`src/hdl/aluPkg.sv`:
```
package aluPkg;

	//////////////////////////////////////////////////////////////////////
	// Instruction class
	//////////////////////////////////////////////////////////////////////

	// Two-bit operation class from the decoder
	typedef logic [1:0] aluOpT;

	localparam aluOpT opDef = 2'b00;
	localparam aluOpT opR   = 2'b01;
	localparam aluOpT opI   = 2'b10;
	// Load/store only needs the address sum here
	localparam aluOpT opLs  = 2'b11;

	//////////////////////////////////////////////////////////////////////
	// Function codes
	//////////////////////////////////////////////////////////////////////

	typedef logic [4:0] funcCodeT;

	localparam funcCodeT fnAdd  = 5'd0;
	localparam funcCodeT fnSub  = 5'd1;
	localparam funcCodeT fnAnd  = 5'd2;
	localparam funcCodeT fnXor  = 5'd3;
	// Even code shifts by the immediate, odd code by rt
	localparam funcCodeT fnSll  = 5'd4;
	localparam funcCodeT fnSllV = 5'd5;
	localparam funcCodeT fnSrl  = 5'd6;
	localparam funcCodeT fnSrlV = 5'd7;
	localparam funcCodeT fnSra  = 5'd8;
	localparam funcCodeT fnSraV = 5'd9;

	//////////////////////////////////////////////////////////////////////
	// Result select
	//////////////////////////////////////////////////////////////////////

	typedef logic [2:0] resOpT;

	localparam resOpT selAdd    = 3'b000;
	localparam resOpT selComp   = 3'b001;
	localparam resOpT selAnd    = 3'b010;
	localparam resOpT selXor    = 3'b011;
	localparam resOpT selShiftL = 3'b100;
	localparam resOpT selShiftA = 3'b101;

	// Shift amount covers a full 32-bit word
	localparam int ShAmtW = 5;

endpackage

```
`src/hdl/cpuPkg.sv`:
```
package cpuPkg;

	//////////////////////////////////////////////////////////////////////
	// Datapath widths
	//////////////////////////////////////////////////////////////////////

	// Machine word
	localparam int WordW = 32;

	// Register index, sized for the eight-entry file
	localparam int IdxW = 3;

	// Data word on every datapath bus
	typedef logic [WordW-1:0] wordT;

	// Source and destination register index
	typedef logic [IdxW-1:0] regIdxT;

	//////////////////////////////////////////////////////////////////////
	// Reset state
	//////////////////////////////////////////////////////////////////////

	// Value of every register after reset
	localparam wordT RegResetVal = '0;

endpackage

```
`src/hdl/alu.sv`:
```
module alu (
	input  cpuPkg::wordT              a,
	input  cpuPkg::wordT              b,
	input  logic [aluPkg::ShAmtW-1:0] shAmt,
	input  aluPkg::resOpT             resOp,
	input  logic                      cin,
	input  logic                      dir,
	output cpuPkg::wordT              y
);

	import aluPkg::*;
	import cpuPkg::*;

	// B after optional inversion
	wordT bOp;
	// Shared adder output
	wordT sum;
	// Bitwise unit
	wordT andRes;
	wordT xorRes;
	// Shifter outputs
	wordT shiftLog;
	wordT shiftArith;

	//////////////////////////////////////////////////////////////////////
	// Adder
	//////////////////////////////////////////////////////////////////////

	// Comp inverts B so that A + ~B + 1 is A - B
	assign bOp = (resOp == selComp) ? ~b : b;

	// One adder serves add, subtract and address sums
	assign sum = a + bOp + wordT'(cin);

	//////////////////////////////////////////////////////////////////////
	// Logic unit
	//////////////////////////////////////////////////////////////////////

	assign andRes = a & b;
	assign xorRes = a ^ b;

	//////////////////////////////////////////////////////////////////////
	// Shifter
	//////////////////////////////////////////////////////////////////////

	// Logical shift, dir 1 means right
	assign shiftLog = dir ? (a >> shAmt) : (a << shAmt);

	// Arithmetic right keeps the sign bit
	assign shiftArith = wordT'($signed(a) >>> shAmt);

	//////////////////////////////////////////////////////////////////////
	// Result multiplexer
	//////////////////////////////////////////////////////////////////////

	always_comb begin
		case (resOp)
			selAdd:    y = sum;
			selComp:   y = sum;
			selAnd:    y = andRes;
			selXor:    y = xorRes;
			selShiftL: y = shiftLog;
			selShiftA: y = shiftArith;
			// Unused select codes behave as add
			default:   y = sum;
		endcase
	end

endmodule

```
`src/hdl/aluControl.sv`:
```
module aluControl (
	input  aluPkg::aluOpT    aluOp,
	input  aluPkg::funcCodeT funcCode,
	output aluPkg::resOpT    resOp,
	output logic             cin,
	output logic             dir
);

	import aluPkg::*;

	//////////////////////////////////////////////////////////////////////
	// Decode table
	//////////////////////////////////////////////////////////////////////

	// Purely combinational decode
	always_comb begin
		// Default is a plain add with no carry
		resOp = selAdd;
		cin   = 1'b0;
		dir   = 1'b0;

		case (aluOp)
			// Address sum for loads and stores
			opLs: begin
				resOp = selAdd;
			end

			// Immediate class knows only add and subtract
			opI: begin
				if (funcCode == fnSub) begin
					resOp = selComp;
					// Carry of 1 completes the two's complement
					cin   = 1'b1;
				end else begin
					resOp = selAdd;
				end
			end

			// Register class follows the full table
			opR: begin
				case (funcCode)
					fnAdd: begin
						resOp = selAdd;
					end
					fnSub: begin
						resOp = selComp;
						cin   = 1'b1;
					end
					fnAnd: begin
						resOp = selAnd;
					end
					fnXor: begin
						resOp = selXor;
					end
					// Logical left
					fnSll, fnSllV: begin
						resOp = selShiftL;
						dir   = 1'b0;
					end
					// Logical right is the only case with dir set
					fnSrl, fnSrlV: begin
						resOp = selShiftL;
						dir   = 1'b1;
					end
					// Arithmetic right, direction is implied
					fnSra, fnSraV: begin
						resOp = selShiftA;
					end
					// Unknown function codes fall back to add
					default: begin
						resOp = selAdd;
					end
				endcase
			end

			// opDef and anything else
			default: begin
				resOp = selAdd;
			end
		endcase
	end

endmodule

```
`src/hdl/execUnit.sv`:
```
module execUnit #(
	parameter int NumRegs = 8
) (
	input  logic             clk,
	input  logic             rstN,
	input  logic             issue,
	input  aluPkg::aluOpT    aluOp,
	input  aluPkg::funcCodeT funcCode,
	input  cpuPkg::regIdxT   rs,
	input  cpuPkg::regIdxT   rt,
	input  cpuPkg::regIdxT   rd,
	input  cpuPkg::wordT     imm,
	output cpuPkg::wordT     result,
	output logic             resultValid,
	output logic             zero
);

	import aluPkg::*;
	import cpuPkg::*;

	// Register file outputs
	wordT rsData;
	wordT rtData;

	// ALU control outputs
	resOpT resOp;
	logic  cin;
	logic  dir;

	// ALU operands and result
	wordT              opB;
	logic [ShAmtW-1:0] shAmt;
	logic              varShift;
	wordT              aluY;

	//////////////////////////////////////////////////////////////////////
	// Register file
	//////////////////////////////////////////////////////////////////////

	// Write-back lands on the issue edge
	regFile #(
		.NumRegs (NumRegs)
	) regFile_i (
		.clk     (clk),
		.rstN    (rstN),
		.rdAddrA (rs),
		.rdAddrB (rt),
		.rdDataA (rsData),
		.rdDataB (rtData),
		.wrEn    (issue),
		.wrAddr  (rd),
		.wrData  (aluY)
	);

	//////////////////////////////////////////////////////////////////////
	// Operand selection
	//////////////////////////////////////////////////////////////////////

	// Register class uses rt, every other class the immediate
	assign opB = (aluOp == opR) ? rtData : imm;

	// Odd shift codes take the amount from rt
	assign varShift = (funcCode == fnSllV) || (funcCode == fnSrlV) ||
		(funcCode == fnSraV);

	assign shAmt = varShift ? rtData[ShAmtW-1:0] : imm[ShAmtW-1:0];

	//////////////////////////////////////////////////////////////////////
	// Decode and compute
	//////////////////////////////////////////////////////////////////////

	aluControl aluControl_i (
		.aluOp    (aluOp),
		.funcCode (funcCode),
		.resOp    (resOp),
		.cin      (cin),
		.dir      (dir)
	);

	alu alu_i (
		.a     (rsData),
		.b     (opB),
		.shAmt (shAmt),
		.resOp (resOp),
		.cin   (cin),
		.dir   (dir),
		.y     (aluY)
	);

	//////////////////////////////////////////////////////////////////////
	// Result register
	//////////////////////////////////////////////////////////////////////

	// One cycle latency, valid is a single pulse per issue
	always_ff @(posedge clk) begin
		if (!rstN) begin
			result      <= '0;
			resultValid <= 1'b0;
			zero        <= 1'b0;
		end else begin
			resultValid <= issue;
			// Result and flag hold until the next issue
			if (issue) begin
				result <= aluY;
				zero   <= (aluY == '0);
			end
		end
	end

endmodule

```
`src/hdl/regFile.sv`:
```
module regFile #(
	parameter int NumRegs = 8
) (
	input  logic           clk,
	input  logic           rstN,
	input  cpuPkg::regIdxT rdAddrA,
	input  cpuPkg::regIdxT rdAddrB,
	output cpuPkg::wordT   rdDataA,
	output cpuPkg::wordT   rdDataB,
	input  logic           wrEn,
	input  cpuPkg::regIdxT wrAddr,
	input  cpuPkg::wordT   wrData
);

	import cpuPkg::*;

	// Register array
	wordT regs [NumRegs];

	//////////////////////////////////////////////////////////////////////
	// Read ports
	//////////////////////////////////////////////////////////////////////

	// Both reads are combinational
	// A read in the same cycle as a write sees the old value
	assign rdDataA = regs[rdAddrA];
	assign rdDataB = regs[rdAddrB];

	//////////////////////////////////////////////////////////////////////
	// Write port
	//////////////////////////////////////////////////////////////////////

	always_ff @(posedge clk) begin
		if (!rstN) begin
			// Whole file returns to a known state
			for (int i = 0; i < NumRegs; i++) begin
				regs[i] <= RegResetVal;
			end
		end else if (wrEn) begin
			// One entry per enabled edge
			regs[wrAddr] <= wrData;
		end
	end

endmodule

```
`config.mk`:
```
export PLATFORM = sky130hd
export DESIGN_NAME = execUnit
export DESIGN_NICKNAME = d
export VERILOG_FILES = /design/src/hdl/aluPkg.sv /design/src/hdl/cpuPkg.sv /design/src/hdl/alu.sv /design/src/hdl/aluControl.sv /design/src/hdl/execUnit.sv /design/src/hdl/regFile.sv
export SDC_FILE = /design/constraint.sdc
export NUM_CORES = 1
export LEC_CHECK = 0
export BUFFER_PORTS_ARGS = -buffer_cell sky130_fd_sc_hd__buf_2
export CELL_PAD_IN_SITES_DETAIL_PLACEMENT = 0
export CELL_PAD_IN_SITES_GLOBAL_PLACEMENT = 2
export CORE_MARGIN = 10
export CORE_UTILIZATION = 38
export DETAILED_ROUTE_END_ITERATION = 8
export MAX_ROUTING_LAYER = met4
export PLACE_DENSITY = 0.81
export SYNTH_ARGS = -nofsm -noshare
export SYNTH_HDL_FRONTEND = slang
export SYNTH_SLANG_ARGS = --single-unit
export TNS_END_PERCENT = 50
```
`constraint.sdc`:
```
create_clock -name clk -period 6.4 [get_ports clk]
set_clock_uncertainty 0.1 [all_clocks]
set_input_delay 0.64 -clock clk [delete_from_list [all_inputs] [get_ports clk]]
set_output_delay 0.64 -clock clk [all_outputs]
set_load 0.02 [all_outputs]
```
==> impl_results.md <==
* Run status: complete, no violations
* DRC Markers at 0
* Largest net degree at the start of global routing at 55
* CP Launch Type: primary input
* Slew HR at 0.106
* Syn Std Cell Area at 22700 um^2
* Top cells by area, synth: edfxtp_1 (34%), mux4_2 (8.8%), nor2_1 (6.9%), mux2i_1 (4.5%), ha_1 (3.5%)
* Max clock buf depth at 3
* Root Buffer: clkbuf_16
* Multiplexer area fraction after synthesis at 0.170
* Post-Synth Simple-Gate Area at 0.145
* Seq cells post-synth at 290
* Via count at 21.6k
* Gate Count Post-Synth at 2318
* Drt wl/cell at 32.8 um
* Number of CTS-inserted buffers at 24
* Cell total after placement at 3145
* Critical Path End Type: flip-flop
* Hold Vio Cnt, Final at 0
* Post-synth EDFFs at 256
* RSZ-0062 raised after global routing: false
* PwrDens at 245 nW/um^2
* Largest family of logic cells by synthesized area: compound AO/OA/AOI/OAI gates
* VDD IR max at 0.000242 V
* Routed Antenna Nets at 0
* Post-synth ARST share at 0
* Placement Rows at 89
* Post-DR vias/cell at 6.77
* Clock Latency Late Sink at 0.54 ns
* Layout cells sized above 1 at 0.192
* Clock tree sinks at 290
* Critical Path Source: aluOp[0]
* Final net count at 2515
* Most frequent cell after synthesis: nor2_1
* DIE AREA at 69900 um^2
* GR peak layer: met2
* Routability cong. at 1.03
* Reg2Reg Launch Point: regFile_i.regs[5][0]$_SDFFCE_PN0P_
* CP Data Arrival Time at 6.26 ns
* Final setup viols at 0
* Iteration-0 DRC Markers at 2976
* Synth cell types at 104
* Grt ovf at 0
* DPL Wire Length at 76.1 mm
* Total setup buffers inserted after CTS at 0
* Hold bufs inserted after CTS at 0
* Die height at 264 um
* FF-to-FF setup slack at 0.63 ns
* Post_cts resized at 0
* Area Growth Syn to Fin at 11.8%
* Complex-gate fraction of the synthesized area at 0.213
* Cell taking the most area after synthesis: edfxtp_1
* Crit path kind: primary input to flip-flop
* Initial core utilization at 0.384
* Fin crit period at 5.88 ns
* Number of I/O port buffers at 84
* Hold_ws at 0.372 ns
* Top FF cell, synth: edfxtp_1
* Max cap viols at 0
* Fmax at 170 MHz
* Sequential area share after synthesis at 0.368
* Period utilisation layout at 0.918
* WP data required at 6.79 ns
* Num ports at 85
* Final Cell Area at 25400 um^2
* GRT Total Usage at 0.295
* Setup total negative slack at 0 ns
* Chip Width at 264 um
* First-pass detailed-route iteration total at 6
* Initial antenna violation count at 1
* First-pass GRT wire length at 149 mm
* Final setup margin at 0.525 ns
* Vias in the first global route at 20.8k
* Final wirelength at 105 mm
* Crit path max fanout at 20
* Xor and xnor area share after synthesis at 0.0212
* Dpl ws at -0.0126 ns
* Adder-Cell Fraction of Synth Area at 0.0370
* GR Layer Usage met3 at 0.0341
* Syn_nets at 2435
* Finished Layout Cells at 3190
* Met2 Track Usage GR at 0.464
* # H-tree levels at 1
* Hold_sp: result[6]$_SDFFE_PN0P_
* Final Max Tran Viols at 0
* Global Route met1 Usage at 0.381
* Syn avg cell area at 9.80 um^2
* Top-area cell type share of the netlist area at 0.338
* Core area at 59100 um^2
* Clock transition at path regs at 0.07 ns
* CTS tree: built
* Top post-synthesis cells by count: nor2_1 (416), edfxtp_1 (256), a21oi_1 (148), nand2_1 (148), o21ai_0 (111)
* Leakage power at 9.80 nW
* Worst hold path class: flip-flop to flip-flop
* Slew @ Worst Pin at 1.34 ns
* Yosys warnings at 0
* Post-DP Area at 24600 um^2
-- final cells by class --
| cell class | count | area, um^2 |
|---|---|---|
| diodes | 1 | 2.50 |
| repair buffers | 244 | 1750 |
| clock inverters | 9 | 90.1 |
| well taps | 773 | 967 |
| inverters | 36 | 135 |
| flip-flops and latches | 290 | 8370 |
| fillers | 5715 | 33700 |
| clock buffers | 35 | 673 |
| multi-input cells | 1802 | 13400 |
-- where the power goes --
part	leakage [nW]	switching (mW)	internal, mW
Sequential	2.94	0.0625	2.18
Clock	0.372	0.665	0.811
Combinational	6.49	1.70	0.811
Total	9.80	2.42	3.80
-- kinds of logic after synthesis --
logic type | Yosys count
xor+xnor | 55
compound gates | 688
fa+ha+maj | 66
simple gates | 758
flops | 290
mux | 235
buf+inv | 226
-- per-layer routing --
layer	routed length, um	part of all wire
met1	42000	0.40
met2	48200	0.46
met3	9400	0.090
met4	5070	0.048
met5	0	0
-- final timing paths --
check	end	cells past startpoint
worst max-delay path	zero$_SDFFE_PN0P_	24
worst min-delay path	result[6]$_SDFFE_PN0P_	2
worst max register to register	zero$_SDFFE_PN0P_	21
worst min register to register	result[6]$_SDFFE_PN0P_	2
-- state kept, by name (all words and copies together), names as in the netlist --
signal          flops
regFile_i.regs    256
result             32
zero                1
resultValid         1
-- metrics by stage --
| stage | power [mW] | utilization |
|---|---|---|
| 2_1_floorplan | 3.71 | - |
| 3_3_place_gp | 4.70 | 0.416 |
| 6_report | 6.23 | 0.429 |
| 3_5_place_dp | 4.70 | 0.416 |
| 5_1_grt | 6.43 | 0.429 |
| 4_1_cts | 6.17 | 0.429 |
-- cells in the final DEF (no fill, tap or decap), types with 13 or more instances in the layout --
cell type and n:
a211oi_1 56, a21o_1 31, a21oi_1 148, a221oi_1 16, a22oi_1 31, a31oi_1 31, a32oi_1 13, and3_1 13
buf_2 81, buf_4 153, clkbuf_16 25, dfxtp_1 34, edfxtp_1 256, ha_1 63, inv_1 32, mux2_2 19
mux2i_1 101, mux4_1 20, mux4_2 89, nand2_1 145, nand2b_1 18, nand3_1 54, nor2_1 408, nor3_1 24
o211ai_1 36, o21ai_0 111, o22ai_1 15, o31ai_1 16, xnor2_1 13, xor2_1 42
-- worst max-delay path, cell delays in order --
cell	delay, ns
buf_2	0.09
inv_1	0.04
ha_1	0.33
nor4_1	0.28
and4b_1	0.32
nor2_2	0.07
nor2_4	0.12
buf_4	0.25
buf_4	0.38
xor2_1	0.14
ha_1	0.37
nor2_1	0.06
nor3_1	0.15
a32oi_1	0.17
o31ai_1	0.50
a41oi_1	0.22
o31ai_1	0.40
xnor2_1	0.18
o211ai_1	0.11
a211oi_2	0.79
and3_1	0.27
and4b_1	0.18
nand4_1	0.09
nand2_1	0.09
Note: power is estimated with default switching activity, not from simulation.
